[src/logic/lq_cfg_pkg.sv]
// Load queue sizing and slot states
// LQ_DEPTH should stay a power of two so the slot index covers every slot exactly
package lq_cfg_pkg;

    // Number of load slots
    localparam int LQ_DEPTH = 8;

    // Width of a binary slot index
    localparam int LQ_IDX_WIDTH = $clog2(LQ_DEPTH);

    // Reorder buffer tag, used to find the slot at retire
    localparam int ROB_TAG_WIDTH = 5;

    // Miss-handling queue entry tag a missed load waits on
    localparam int MHQ_TAG_WIDTH = 2;

    // EMPTY holds nothing, ISSUED is in the cache pipeline for the first time
    // TAG_WAIT waits for one miss entry, FILL_WAIT for any fill at all
    // LAUNCHED is a replay in flight and DONE waits only for retire
    typedef enum logic [2:0] {
        LQ_EMPTY      = 3'd0,
        LQ_ISSUED     = 3'd1,
        LQ_TAG_WAIT   = 3'd2,
        LQ_FILL_WAIT  = 3'd3,
        LQ_REPLAYABLE = 3'd4,
        LQ_LAUNCHED   = 3'd5,
        LQ_DONE       = 3'd6
    } lq_state_t;

endpackage

[src/logic/lsu_op_pkg.sv]
// Memory-op encoding for the load/store unit, limited to byte, half and word accesses
// Addresses are plain byte addresses with no alignment rule enforced here
package lsu_op_pkg;

    // Every op code fits in this many bits
    localparam int LSU_OP_WIDTH = 4;

    // Byte address width used by loads and stores alike
    localparam int ADDR_WIDTH = 32;

    // Loads come first, then stores
    // The U forms zero-extend, which only matters once data is tracked
    typedef enum logic [LSU_OP_WIDTH-1:0] {
        LSU_OP_LB  = 4'd0,
        LSU_OP_LH  = 4'd1,
        LSU_OP_LW  = 4'd2,
        LSU_OP_LBU = 4'd3,
        LSU_OP_LHU = 4'd4,
        LSU_OP_SB  = 4'd5,
        LSU_OP_SH  = 4'd6,
        LSU_OP_SW  = 4'd7
    } lsu_op_t;

endpackage

[src/logic/load_queue.sv]
// Load queue with miss replay in slot order (not age order) and store mis-speculation flags
// Each ROB tag is expected to sit in at most one non-empty slot at a time
`timescale 1ns/10ps

module load_queue (
    input  logic                                    clk,
    input  logic                                    n_rst,
    input  logic                                    i_flush,
    output logic                                    o_full,
    input  logic                                    i_alloc_en,
    input  lsu_op_pkg::lsu_op_t                     i_alloc_op,
    input  logic [lq_cfg_pkg::ROB_TAG_WIDTH-1:0]    i_alloc_tag,
    input  logic [lsu_op_pkg::ADDR_WIDTH-1:0]       i_alloc_addr,
    output logic [lq_cfg_pkg::LQ_DEPTH-1:0]         o_alloc_select,
    input  logic                                    i_replay_stall,
    output logic                                    o_replay_en,
    output logic [lq_cfg_pkg::LQ_DEPTH-1:0]         o_replay_select,
    output lsu_op_pkg::lsu_op_t                     o_replay_op,
    output logic [lsu_op_pkg::ADDR_WIDTH-1:0]       o_replay_addr,
    output logic [lq_cfg_pkg::ROB_TAG_WIDTH-1:0]    o_replay_tag,
    input  logic                                    i_update_en,
    input  logic [lq_cfg_pkg::LQ_DEPTH-1:0]         i_update_select,
    input  logic                                    i_update_retry,
    input  logic [lq_cfg_pkg::MHQ_TAG_WIDTH-1:0]    i_update_mhq_tag,
    input  logic                                    i_update_mhq_retry,
    input  logic                                    i_mhq_fill_en,
    input  logic [lq_cfg_pkg::MHQ_TAG_WIDTH-1:0]    i_mhq_fill_tag,
    input  logic                                    i_store_retire_en,
    input  logic [lsu_op_pkg::ADDR_WIDTH-1:0]       i_store_retire_addr,
    input  lsu_op_pkg::lsu_op_t                     i_store_retire_op,
    input  logic                                    i_rob_retire_en,
    input  logic [lq_cfg_pkg::ROB_TAG_WIDTH-1:0]    i_rob_retire_tag,
    output logic                                    o_rob_retire_ack,
    output logic                                    o_rob_retire_misspec
);

    // Per-slot payload, written only on allocation or update
    logic [lsu_op_pkg::ADDR_WIDTH-1:0]      addr_q    [lq_cfg_pkg::LQ_DEPTH];
    logic [lq_cfg_pkg::ROB_TAG_WIDTH-1:0]   tag_q     [lq_cfg_pkg::LQ_DEPTH];
    lsu_op_pkg::lsu_op_t                    op_q      [lq_cfg_pkg::LQ_DEPTH];
    logic [lq_cfg_pkg::MHQ_TAG_WIDTH-1:0]   mhq_tag_q [lq_cfg_pkg::LQ_DEPTH];
    logic [lq_cfg_pkg::LQ_DEPTH-1:0]        misspec_q;
    lq_cfg_pkg::lq_state_t                  state_q    [lq_cfg_pkg::LQ_DEPTH];
    lq_cfg_pkg::lq_state_t                  state_next [lq_cfg_pkg::LQ_DEPTH];

    logic [lq_cfg_pkg::LQ_DEPTH-1:0]        empty;
    logic [lq_cfg_pkg::LQ_DEPTH-1:0]        replayable;
    logic [lq_cfg_pkg::LQ_DEPTH-1:0]        waiting;
    logic [lq_cfg_pkg::LQ_DEPTH-1:0]        update_sel;
    logic [lq_cfg_pkg::LQ_DEPTH-1:0]        fill_match;
    logic [lq_cfg_pkg::LQ_DEPTH-1:0]        retire_sel;
    logic [lq_cfg_pkg::LQ_DEPTH-1:0]        store_hit;
    logic [lq_cfg_pkg::LQ_DEPTH-1:0]        alloc_sel;
    logic [lq_cfg_pkg::LQ_IDX_WIDTH-1:0]    alloc_idx;
    logic                                   alloc_any;
    logic [lq_cfg_pkg::LQ_DEPTH-1:0]        replay_sel;
    logic [lq_cfg_pkg::LQ_IDX_WIDTH-1:0]    replay_idx;
    logic                                   replay_any;
    logic [lq_cfg_pkg::LQ_IDX_WIDTH-1:0]    retire_idx;
    logic                                   retire_ack;
    lq_cfg_pkg::lq_state_t                  update_state;

    // Per-slot status decode
    always_comb begin
        for (int i = 0; i < lq_cfg_pkg::LQ_DEPTH; i++) begin
            empty[i]      = (state_q[i] == lq_cfg_pkg::LQ_EMPTY);
            replayable[i] = (state_q[i] == lq_cfg_pkg::LQ_REPLAYABLE);
            // A load still waiting on the cache has not produced data yet
            waiting[i]    = (state_q[i] == lq_cfg_pkg::LQ_TAG_WAIT) ||
                            (state_q[i] == lq_cfg_pkg::LQ_FILL_WAIT) ||
                            (state_q[i] == lq_cfg_pkg::LQ_REPLAYABLE);
            update_sel[i] = i_update_en & i_update_select[i];
            fill_match[i] = i_mhq_fill_en & (mhq_tag_q[i] == i_mhq_fill_tag);
            retire_sel[i] = i_rob_retire_en & !empty[i] & (tag_q[i] == i_rob_retire_tag);
        end
    end

    // New loads take the lowest empty slot
    lq_pick_first #(
        .WIDTH (lq_cfg_pkg::LQ_DEPTH)
    ) u_alloc_pick (
        .i_req    (empty & {lq_cfg_pkg::LQ_DEPTH{i_alloc_en}}),
        .o_onehot (alloc_sel),
        .o_idx    (alloc_idx),
        .o_any    (alloc_any)
    );

    // A stall holds every replayable slot where it is
    lq_pick_first #(
        .WIDTH (lq_cfg_pkg::LQ_DEPTH)
    ) u_replay_pick (
        .i_req    (replayable & {lq_cfg_pkg::LQ_DEPTH{~i_replay_stall}}),
        .o_onehot (replay_sel),
        .o_idx    (replay_idx),
        .o_any    (replay_any)
    );

    lq_store_overlap u_store_overlap (
        .i_store_en   (i_store_retire_en),
        .i_store_addr (i_store_retire_addr),
        .i_store_op   (i_store_retire_op),
        .i_load_addr  (addr_q),
        .i_load_op    (op_q),
        .o_hit        (store_hit)
    );

    // Full as seen after this cycle's allocation has landed
    assign o_full = ((empty & ~alloc_sel) == '0);

    // Only one slot matches the retire tag, so a plain encode is enough
    always_comb begin
        retire_idx = '0;
        for (int i = 0; i < lq_cfg_pkg::LQ_DEPTH; i++) begin
            if (retire_sel[i]) begin
                retire_idx = lq_cfg_pkg::LQ_IDX_WIDTH'(i);
            end
        end
    end

    assign retire_ack = (|retire_sel) && (state_q[retire_idx] == lq_cfg_pkg::LQ_DONE);

    // Outcome of an execute result, shared by every slot it selects
    // A fill for the same tag in the same cycle skips the wait altogether
    always_comb begin
        if (!i_update_retry) begin
            update_state = lq_cfg_pkg::LQ_DONE;
        end else if (i_update_mhq_retry) begin
            update_state = lq_cfg_pkg::LQ_FILL_WAIT;
        end else if (i_mhq_fill_en && (i_update_mhq_tag == i_mhq_fill_tag)) begin
            update_state = lq_cfg_pkg::LQ_REPLAYABLE;
        end else begin
            update_state = lq_cfg_pkg::LQ_TAG_WAIT;
        end
    end

    // Slot FSMs, a retire frees any occupied slot ahead of other events
    always_comb begin
        for (int i = 0; i < lq_cfg_pkg::LQ_DEPTH; i++) begin
            state_next[i] = state_q[i];
            if (retire_sel[i]) begin
                state_next[i] = lq_cfg_pkg::LQ_EMPTY;
            end else begin
                case (state_q[i])
                    lq_cfg_pkg::LQ_EMPTY: begin
                        if (alloc_sel[i]) state_next[i] = lq_cfg_pkg::LQ_ISSUED;
                    end
                    lq_cfg_pkg::LQ_ISSUED,
                    lq_cfg_pkg::LQ_LAUNCHED: begin
                        if (update_sel[i]) state_next[i] = update_state;
                    end
                    lq_cfg_pkg::LQ_TAG_WAIT: begin
                        if (fill_match[i]) state_next[i] = lq_cfg_pkg::LQ_REPLAYABLE;
                    end
                    lq_cfg_pkg::LQ_FILL_WAIT: begin
                        // Any fill frees a line, so the load tries again
                        if (i_mhq_fill_en) state_next[i] = lq_cfg_pkg::LQ_REPLAYABLE;
                    end
                    lq_cfg_pkg::LQ_REPLAYABLE: begin
                        if (replay_sel[i]) state_next[i] = lq_cfg_pkg::LQ_LAUNCHED;
                    end
                    lq_cfg_pkg::LQ_DONE: begin
                        state_next[i] = lq_cfg_pkg::LQ_DONE;
                    end
                    default: state_next[i] = lq_cfg_pkg::LQ_EMPTY;
                endcase
            end
        end
    end

    always_ff @(posedge clk) begin
        for (int i = 0; i < lq_cfg_pkg::LQ_DEPTH; i++) begin
            if (!n_rst || i_flush) begin
                state_q[i] <= lq_cfg_pkg::LQ_EMPTY;
            end else begin
                state_q[i] <= state_next[i];
            end
        end
    end

    // The flag only sticks once the load may have handed out data
    // A waiting load will read memory again after the store anyway
    always_ff @(posedge clk) begin
        for (int i = 0; i < lq_cfg_pkg::LQ_DEPTH; i++) begin
            misspec_q[i] <= !(alloc_sel[i] | waiting[i]) & (store_hit[i] | misspec_q[i]);
            if (update_sel[i]) begin
                mhq_tag_q[i] <= i_update_mhq_tag;
            end
        end
    end

    // Payload of the newly allocated load
    always_ff @(posedge clk) begin
        if (alloc_any) begin
            addr_q[alloc_idx] <= i_alloc_addr;
            tag_q[alloc_idx]  <= i_alloc_tag;
            op_q[alloc_idx]   <= i_alloc_op;
        end
    end

    // Responses come back one cycle after the request
    always_ff @(posedge clk) begin
        if (!n_rst || i_flush) begin
            o_alloc_select <= '0;
        end else begin
            o_alloc_select <= alloc_sel;
        end
    end

    always_ff @(posedge clk) begin
        if (!n_rst) begin
            o_rob_retire_ack <= 1'b0;
        end else begin
            o_rob_retire_ack <= retire_ack;
        end
        // Flag as it stood before this retire
        o_rob_retire_misspec <= misspec_q[retire_idx];
    end

    // Replay outputs freeze while the execute stage stalls
    always_ff @(posedge clk) begin
        if (!n_rst || i_flush) begin
            o_replay_en <= 1'b0;
        end else if (!i_replay_stall) begin
            o_replay_en <= replay_any;
        end
    end

    always_ff @(posedge clk) begin
        if (!i_replay_stall) begin
            o_replay_select <= replay_sel;
            o_replay_op     <= op_q[replay_idx];
            o_replay_addr   <= addr_q[replay_idx];
            o_replay_tag    <= tag_q[replay_idx];
        end
    end

endmodule

[src/logic/lq_pick_first.sv]
// Lowest-index priority selector, purely combinational
// With no request set, o_onehot is zero, o_idx is zero and o_any is low
`timescale 1ns/10ps

module lq_pick_first #(
    parameter  int WIDTH     = 8,
    localparam int IDX_WIDTH = (WIDTH > 1) ? $clog2(WIDTH) : 1
) (
    input  logic [WIDTH-1:0]     i_req,
    output logic [WIDTH-1:0]     o_onehot,
    output logic [IDX_WIDTH-1:0] o_idx,
    output logic                 o_any
);

    // Subtracting one flips every bit up to and including the lowest set bit
    // Masking with the original vector keeps just that bit
    assign o_onehot = i_req & ~(i_req - WIDTH'(1));

    assign o_any = |i_req;

    // Binary encode of the one-hot result
    always_comb begin
        o_idx = '0;
        for (int i = 0; i < WIDTH; i++) begin
            if (o_onehot[i]) begin
                o_idx = IDX_WIDTH'(i);
            end
        end
    end

endmodule

[src/logic/lq_store_overlap.sv]
// Byte-range overlap of one retiring store against every load slot
// Ranges that wrap past the top of the address space are not detected
`timescale 1ns/10ps

module lq_store_overlap (
    input  logic                                i_store_en,
    input  logic [lsu_op_pkg::ADDR_WIDTH-1:0]   i_store_addr,
    input  lsu_op_pkg::lsu_op_t                 i_store_op,
    input  logic [lsu_op_pkg::ADDR_WIDTH-1:0]   i_load_addr [lq_cfg_pkg::LQ_DEPTH],
    input  lsu_op_pkg::lsu_op_t                 i_load_op [lq_cfg_pkg::LQ_DEPTH],
    output logic [lq_cfg_pkg::LQ_DEPTH-1:0]     o_hit
);

    logic [lsu_op_pkg::ADDR_WIDTH-1:0] store_end;
    logic [lsu_op_pkg::ADDR_WIDTH-1:0] load_end [lq_cfg_pkg::LQ_DEPTH];
    logic [lq_cfg_pkg::LQ_DEPTH-1:0]   load_in_store;
    logic [lq_cfg_pkg::LQ_DEPTH-1:0]   store_in_load;

    // Access size in bytes, already at address width so it adds directly
    // Anything not byte or half counts as a word
    function automatic logic [lsu_op_pkg::ADDR_WIDTH-1:0] op_size(
        input lsu_op_pkg::lsu_op_t op
    );
        case (op)
            lsu_op_pkg::LSU_OP_LB,
            lsu_op_pkg::LSU_OP_LBU,
            lsu_op_pkg::LSU_OP_SB:  op_size = 1;
            lsu_op_pkg::LSU_OP_LH,
            lsu_op_pkg::LSU_OP_LHU,
            lsu_op_pkg::LSU_OP_SH:  op_size = 2;
            default:                op_size = 4;
        endcase
    endfunction

    // End addresses are exclusive
    assign store_end = i_store_addr + op_size(i_store_op);

    always_comb begin
        for (int i = 0; i < lq_cfg_pkg::LQ_DEPTH; i++) begin
            load_end[i] = i_load_addr[i] + op_size(i_load_op[i]);

            // Two ranges overlap exactly when one of them starts inside the other
            load_in_store[i] = (i_load_addr[i] >= i_store_addr) &&
                               (i_load_addr[i] < store_end);
            store_in_load[i] = (i_store_addr >= i_load_addr[i]) &&
                               (i_store_addr < load_end[i]);

            // Slot state is not checked here, the queue decides which flags matter
            o_hit[i] = i_store_en & (load_in_store[i] | store_in_load[i]);
        end
    end

endmodule

[config.mk]
export PLATFORM = sky130hd
export DESIGN_NAME = load_queue
export DESIGN_NICKNAME = d
export VERILOG_FILES = /design/src/logic/lq_cfg_pkg.sv /design/src/logic/lsu_op_pkg.sv /design/src/logic/load_queue.sv /design/src/logic/lq_pick_first.sv /design/src/logic/lq_store_overlap.sv
export SDC_FILE = /design/constraint.sdc
export NUM_CORES = 2
export LEC_CHECK = 0
export BUFFER_PORTS_ARGS = -buffer_cell sky130_fd_sc_hd__buf_2
export CAP_MARGIN = 10
export CORE_AREA = 2 2 301 303
export CTS_CLUSTER_DIAMETER = 100
export DETAILED_ROUTE_END_ITERATION = 10
export DIE_AREA = 0 0 303 305
export SYNTH_ARGS = -nofsm -noshare
export SYNTH_HDL_FRONTEND = slang
export SYNTH_SLANG_ARGS = --single-unit
[constraint.sdc]
create_clock -name clk -period 5.1 [get_ports clk]
set_input_delay 0.255 -clock clk [delete_from_list [all_inputs] [get_ports clk]]
set_output_delay 0.255 -clock clk [all_outputs]
set_load 0.02 [all_outputs]
Yosys cells after proc, flatten, opt, wreduce, memory -nomap -nowiden
Memory sizes are Yosys's and may differ from the RTL's. A register that Yosys moved wholly into a read port is not among the register bits.
Index checks and enable logic that the tools add are counted.
{"block": "op_classes", "n_mux": 132, "n_addsub": 11, "order_cmp": 36, "n_bitwise": 91, "eq_ne": 111, "n_reduce_logical": 101}
{"op": "32-bit greater-or-equal comparator", "count": 16}
{"op": "32-bit < comparator", "count": 16}
{"op": "32-bit by 3-bit adder with 32-bit output", "count": 9}
{"op": "256-bit bitwise mux", "count": 1}
{"op": "3-bit two-way mux", "count": 73}
{"op": "3-bit case mux with 6 select lines", "count": 8}
{"op": "4-bit by 3-bit == test with 1-bit output (second input constant)", "count": 27}
{"op": "32-bit binary-select mux with 3-bit select", "count": 1}
{"op": "32-bit demux with 3-bit select", "count": 1}
{"op": "32-bit two-way mux", "count": 3}
{"op": "3-bit == test (second input constant)", "count": 25}
{"op": "3-bit case mux with 2 select lines", "count": 9}
{"op": "3-bit OR reduction", "count": 18}
{"op": "1-bit bitwise AND", "count": 48}
{"op": "3-bit by 2-bit == test with 1-bit output (second input constant)", "count": 16}
{"op": "8-bit bitwise AND", "count": 5}
{"op": "5-bit == test", "count": 8}
{"op": "4-bit by 1-bit == test with 1-bit output (second input constant)", "count": 9}
{"op": "4-bit by 2-bit == test with 1-bit output (second input constant)", "count": 9}
{"op": "4-bit zero test", "count": 9}
{"op": "32-bit bitwise mux", "count": 1}
{"op": "1-bit OR", "count": 32}
{"op": "1-bit two-way mux", "count": 25}
{"op": "3-bit by 1-bit == test with 1-bit output (second input constant)", "count": 8}
{"op": "other kinds (20)", "count": 105}
{"block": "word_totals", "n_memories": 3, "ram_bits": 80, "regBits": 351, "in_bits": 105, "out_inout_bits": 61}
{"name": "tag_q", "depth": 8, "word_bits": 5, "read_ports": 9, "rd_ports_with_merged_regs": 1, "wr": 1, "line": "load_queue.sv:39", "text": "logic [lq_cfg_pkg::ROB_TAG_WIDTH-1:0] tag_q [lq_cfg_pkg::LQ_DEPTH];"}
{"name": "state_q", "depth": 8, "word_bits": 3, "read_ports": 9, "rd_ports_with_merged_regs": 0, "wr": 8, "line": "load_queue.sv:43", "text": "lq_cfg_pkg::lq_state_t state_q [lq_cfg_pkg::LQ_DEPTH];"}
{"name": "mhq_tag_q", "depth": 8, "word_bits": 2, "read_ports": 8, "rd_ports_with_merged_regs": 0, "wr": 8, "line": "load_queue.sv:41", "text": "logic [lq_cfg_pkg::MHQ_TAG_WIDTH-1:0] mhq_tag_q [lq_cfg_pkg::LQ_DEPTH];"}

Logic depth before layout (Yosys ltp)
An unclocked memory read counts as a cell.
{"block": "depth", "depth_word": 19, "ltp_mapped": 24, "ltp_nobuf": 24}

By module
From an unflattened synthesis, not the netlist that was laid out.
{"block": "unflattened", "hier_cells": 3990, "hier_area_um2": 40577.7}
{"module": "lq_store_overlap", "cells_per_inst": 2936, "area_each_um2": 22466.5, "instances": 1}
{"module": "load_queue", "cells_per_inst": 1010, "area_each_um2": 17808.3, "instances": 1}
{"module": "lq_pick_first", "cells_per_inst": 22, "area_each_um2": 151.4, "instances": 2}

Worst setup path after synthesis
No wires, ideal clock.
{"block": "synth_timing", "path_type": "reg2reg", "from": "memory state_q[0][0] in the netlist's numbering", "to": "memory state_q[3][2] in the netlist's numbering", "path_stages_with_launch": 11, "setup_slack_ns": 0.066, "synth_period_minus_slack_ns": 5.034, "t_arrival_ns": 4.969, "setup_ns": 0.065, "cell_sequence": "dfxtp_1 > clkbuf_1 > o31a_1 > nand2_1 > nor3_1 > a2111oi_0 > a21oi_1 > a32oi_1 > nor2_1 > a211oi_1 > nor2_1"}
{"element": "start, declared", "line": "load_queue.sv:43"}

Worst setup path in the final report
{"block": "layout_timing", "from": "register op_q[5] in the netlist's numbering", "to": "register misspec_q[6] in the netlist's numbering"}
{"block": "layout_via", "elab_chain_len": 10}
{"element": "start, declared", "line": "load_queue.sv:40", "text": "lsu_op_pkg::lsu_op_t op_q [lq_cfg_pkg::LQ_DEPTH];"}
{"element": "start signal, assigned by index", "line": "load_queue.sv:196", "text": "op_q[alloc_idx] <= i_alloc_op;"}
{"element": "4-bit by 1-bit == test with 1-bit output, or another cell as far along", "line": "lq_store_overlap.sv:24", "text": "case (op)"}
{"element": "3-bit OR reduction", "line": "lq_store_overlap.sv:24"}
{"element": "3-bit case mux with 2 select lines (*)", "line": "lq_store_overlap.sv:24"}
{"element": "32-bit by 3-bit adder with 32-bit output (*)", "line": "lq_store_overlap.sv:40", "text": "load_end[i] = i_load_addr[i] + op_size(i_load_op[i]);"}
{"element": "32-bit < comparator (*)", "line": "lq_store_overlap.sv:46", "text": "(i_store_addr < load_end[i]);"}
{"element": "1-bit logical AND (*)", "line": "lq_store_overlap.sv:45", "text": "store_in_load[i] = (i_store_addr >= i_load_addr[i]) &&"}
{"element": "1-bit OR (*)", "line": "lq_store_overlap.sv:49", "text": "o_hit[i] = i_store_en & (load_in_store[i] | store_in_load[i]);"}
{"element": "1-bit bitwise AND (*)", "line": "lq_store_overlap.sv:49"}
{"element": "1-bit OR (*)", "line": "load_queue.sv:184", "text": "misspec_q[i] <= !(alloc_sel[i] | waiting[i]) & (store_hit[i] | misspec_q[i]);"}
{"element": "1-bit bitwise AND (*)", "line": "load_queue.sv:184"}
{"element": "end signal, assigned by index", "line": "load_queue.sv:184"}
{"element": "end, declared", "line": "load_queue.sv:42", "text": "logic [lq_cfg_pkg::LQ_DEPTH-1:0] misspec_q;"}
Every way passes the cells marked *; elsewhere a longest branch is shown, timed or not.
A chain may end at the register's enable or synchronous reset.

==> reports/qor.csv <==
metric;value;unit
status;finished with violations;
violations;design-rule violations;
critical_path.cell_chain;nor2_2 > nor3_1 > a21oi_1 > nor2_1 > ha_1 > fa_1 > a21oi_2 > nor2_2 > and3_1 > nor2b_2 > and4_1 > nand2_2 > nor2_1 > xnor2_1 > ha_1 > nand4_1 > nor4_4 > nand2_1 > a21oi_1 > a2111o_1 > a211oi_1 > a211o_1;
grt_pass1_vias;34600;
rsz0062_at_grt;yes;
synth_warnings;0;
syn_to_final_growth;14.7;%
die_w;303;um
crit_arrival;5.52;ns
clock-root-buffer;clkbuf_16;
clkLatencyLatePin;0.68;ns
power_switching;2.97;mW
p_sw_frac;0.302;
synth_cell_type_count;72;
drv_cap;0;
max_freq;202;MHz
dieArea;92400;um2
yosys.area.top_type_share;0.297;
slowest_delay;0.42;ns
fin_crit_sh;0.972;
critPathKind;register to register;
dpl_cell_area;43100;um2
place.detailed.hpwl;125000;um
grt_pass1_wl;233000;um
peakVddDrop;0.000254;V
clock_skew;0.0330;ns
drt-wirelength-per-cell;27.5;um
grt_usage;0.343;
cts-buffers-inserted;55;
seq_area_frac_synth;0.318;
antenna_found_initial;9;
portBuffers;165;
hold_path_class;input pin to register;
synth_edf_count;393;
tightest_slew;1.14;ns
ys_ff_latch;436;
instances_no_fill;5850;
vias_per_cell;6.22;
core_area;89300;um2
p_total;9.82;mW
fin_area;45600;um2
post-route-util;0.511;
htree_levels;2;
dr.pass1.iters;8;
synth.area.top_cells;edfxtp_1 (30%), ha_1 (25%), nand2_1 (5.2%);
slew_viol_final;0;
critPathRequiredTime;5.67;ns
tritoncts;yes;
crit_cells;22;
ioPinCount;166;
grt_start_max_net_pins;72;
placedCellCount;5692;
overflow;0;
critPathCapture;misspec_q[6]$_DFF_P_;
synth.most_common_cell;ha_1;
synth_commonest_cells;ha_1 (779), nand2_1 (556), edfxtp_1 (393), nand3_1 (291), a21oi_1 (280);
first_iter_violations;3347;
wirelength;161000;um
critical_path.max_fanout;4;
crit_path_start_kind;register;
worst_setup_path_end_kind;register;
r2r_cells;22;
p_seq_frac;0.415;
r2r-end;misspec_q[6]$_DFF_P_;
layout.nets;5518;
power_frac_comb;0.177;
p_leak;19.4;nW
finalSetupViolCount;0;
clkPwrFrac;0.409;
r2r_slack;0.14;ns
synth-async-reset-ratio;0;
synth.largest_area_cell;edfxtp_1;
start_util;0.445;
hold_viol_final;0;
period_needed;4.96;ns
slowest_stage;fa_1;
reg2reg_from;op_q[5]$_DFFE_PP_;
ys.flop_type;edfxtp_1;
slew_headroom;0.237;
clkTransAtPathRegs;0.06;ns
drc_errors;12;
cts_sinks;436;
synthesis.nets;5162;
critical-path-top-delay-family;simple AND/OR/NAND/NOR gates;
num_rows;110;
p_int;6.85;mW
drive_above_1_share;0.108;
synth_area;39800;um2
syn_inst;4269;
cts.path.max_buffers;3;
worstSetupStartpoint;op_q[5]$_DFFE_PP_;
power.density;215;nW/um2
via_count;36400;
gp_congestion;0.996;
die_h;305;um
place_ws;-0.160;ns
cp_num_buf_inv;0;
setup_slack;0.145;ns
syn_avg_cell_area;9.32;um2
drt.antenna.violating_nets;0;
cells by family (layout without fill, tap and decap cells):
kind of cell | after synthesis | after routing | share of synthesized area
muxes | 19 | 19 | 0.00488
xor gates and xnor gates | 329 | 329 | 0.0724
adders and majority gates | 789 | 789 | 0.250
buffers and inverters | 198 | 598 | 0.0193
and+or+nand+nor | 1609 | 1609 | 0.195
DFF | 436 | 436 | 0.318
other | 0 | 5 | 0
AOI/OAI and AO/OA | 889 | 889 | 0.140
layer usage:
metal,GRT usage,up-vias,share of wire
li1,-,16800,-
met1,0.447,17500,0.41
met2,0.540,1694,0.45
met3,0.0658,403,0.086
met4,0.175,10,0.058
met5,0,-,0.00047
power groups by stage:
stage	combinational (mW)	sequential [mW]	clock, mW
3_3_place_gp	1.63	4.14	0
3_5_place_dp	1.65	4.14	0
4_1_cts	1.70	4.07	4.06
5_1_grt	1.90	4.07	4.19
2_1_floorplan	0.917	4.14	0
6_report	1.74	4.07	4.01
state kept, by name, summed over array words and instances, names as in the netlist:
signal	count
addr_q	256
o_replay_en	1
o_rob_retire_misspec	1
o_rob_retire_ack	1
tag_q	40
op_q	32
mhq_tag_q	16
o_replay_tag	5
state_q	24
o_replay_select	8
o_alloc_select	8
o_replay_addr	32
misspec_q	8
o_replay_op	4
cell type report:
cell class | count | area, um2
clock inverters | 35 | 383
inverters | 112 | 422
well taps | 1176 | 1470
flip-flops and latches | 436 | 12700
fillers | 8367 | 43700
multi-input cells | 3635 | 26600
clock buffers | 66 | 1450
diodes | 5 | 12.5
repair buffers | 385 | 2680
how the worst min path moves through the flow:
stage                         startpoint                         to  slack (ns)  cells after the start
floorplan                i_alloc_addr[0]        addr_q[0]$_DFFE_PP_        0.35                      0
global placement    misspec_q[4]$_DFF_P_       misspec_q[4]$_DFF_P_        0.51                      2
detailed placement  misspec_q[4]$_DFF_P_       misspec_q[4]$_DFF_P_        0.50                      2
CTS                   i_update_select[5]  mhq_tag_q[1][3]$_DFFE_PP_        0.02                      2
global route          i_update_select[5]  mhq_tag_q[1][3]$_DFFE_PP_        0.05                      2
finish                i_update_select[0]  mhq_tag_q[0][0]$_DFFE_PP_        0.05                      2
what timing repair did:
item / CTS / global route
pin swaps: 0 / 10
endpoints found under the setup margin: 3 / 8
hold buffers: 49 / 0
hold endpoints to repair: 356 / 0
resized for setup: 6 / 47
setup buffers: 0 / 3
cells in the final DEF (no fill, tap or decap), types with 8 or more instances in the layout:
cell type / n
ha_1: 778
nand2_1: 555
edfxtp_1: 393
nand3_1: 291
a21oi_1: 276
nor2_1: 217
o21ai_0: 201
a21o_1: 181
nand4_1: 170
xnor2_1: 165
buf_2: 165
buf_4: 165
xor2_1: 164
inv_1: 108
nor3_1: 79
o211ai_1: 57
nor2b_1: 56
clkbuf_16: 55
and3_1: 54
dlygate4sd3_1: 49
dfxtp_1: 43
nand2b_1: 39
a211oi_1: 32
and4_1: 30
nor4_1: 26
a2111oi_0: 23
a31oi_1: 21
nor2_2: 17
mux2i_1: 16
o21a_1: 13
or3_1: 12
clkinv_2: 9
o2111ai_1: 9
fa_1: 9
nor3b_1: 8
and2_1: 8
a22oi_1: 8
clkbuf_1: 8
metrics by stage:
step           hold WS (ns)  setup TNS [ns]
6_report             0.0484               0
3_3_place_gp          0.508         -0.0623
2_1_floorplan         0.354               0
5_1_grt              0.0474         -0.0508
4_1_cts              0.0196               0
3_5_place_dp          0.500          -0.241
worst reg2reg max path: stages, from the launching register on:
cell,delay (ns)
edfxtp_1,0.41
nor2_2,0.17
nor3_1,0.07
a21oi_1,0.20
nor2_1,0.10
ha_1,0.22
fa_1,0.42
a21oi_2,0.24
nor2_2,0.11
and3_1,0.24
nor2b_2,0.19
and4_1,0.25
nand2_2,0.17
nor2_1,0.08
xnor2_1,0.15
ha_1,0.31
nand4_1,0.29
nor4_4,0.42
nand2_1,0.10
a21oi_1,0.22
a2111o_1,0.14
a211oi_1,0.05
a211o_1,0.29
No activity file was read; power rests on OpenSTA's default activity.
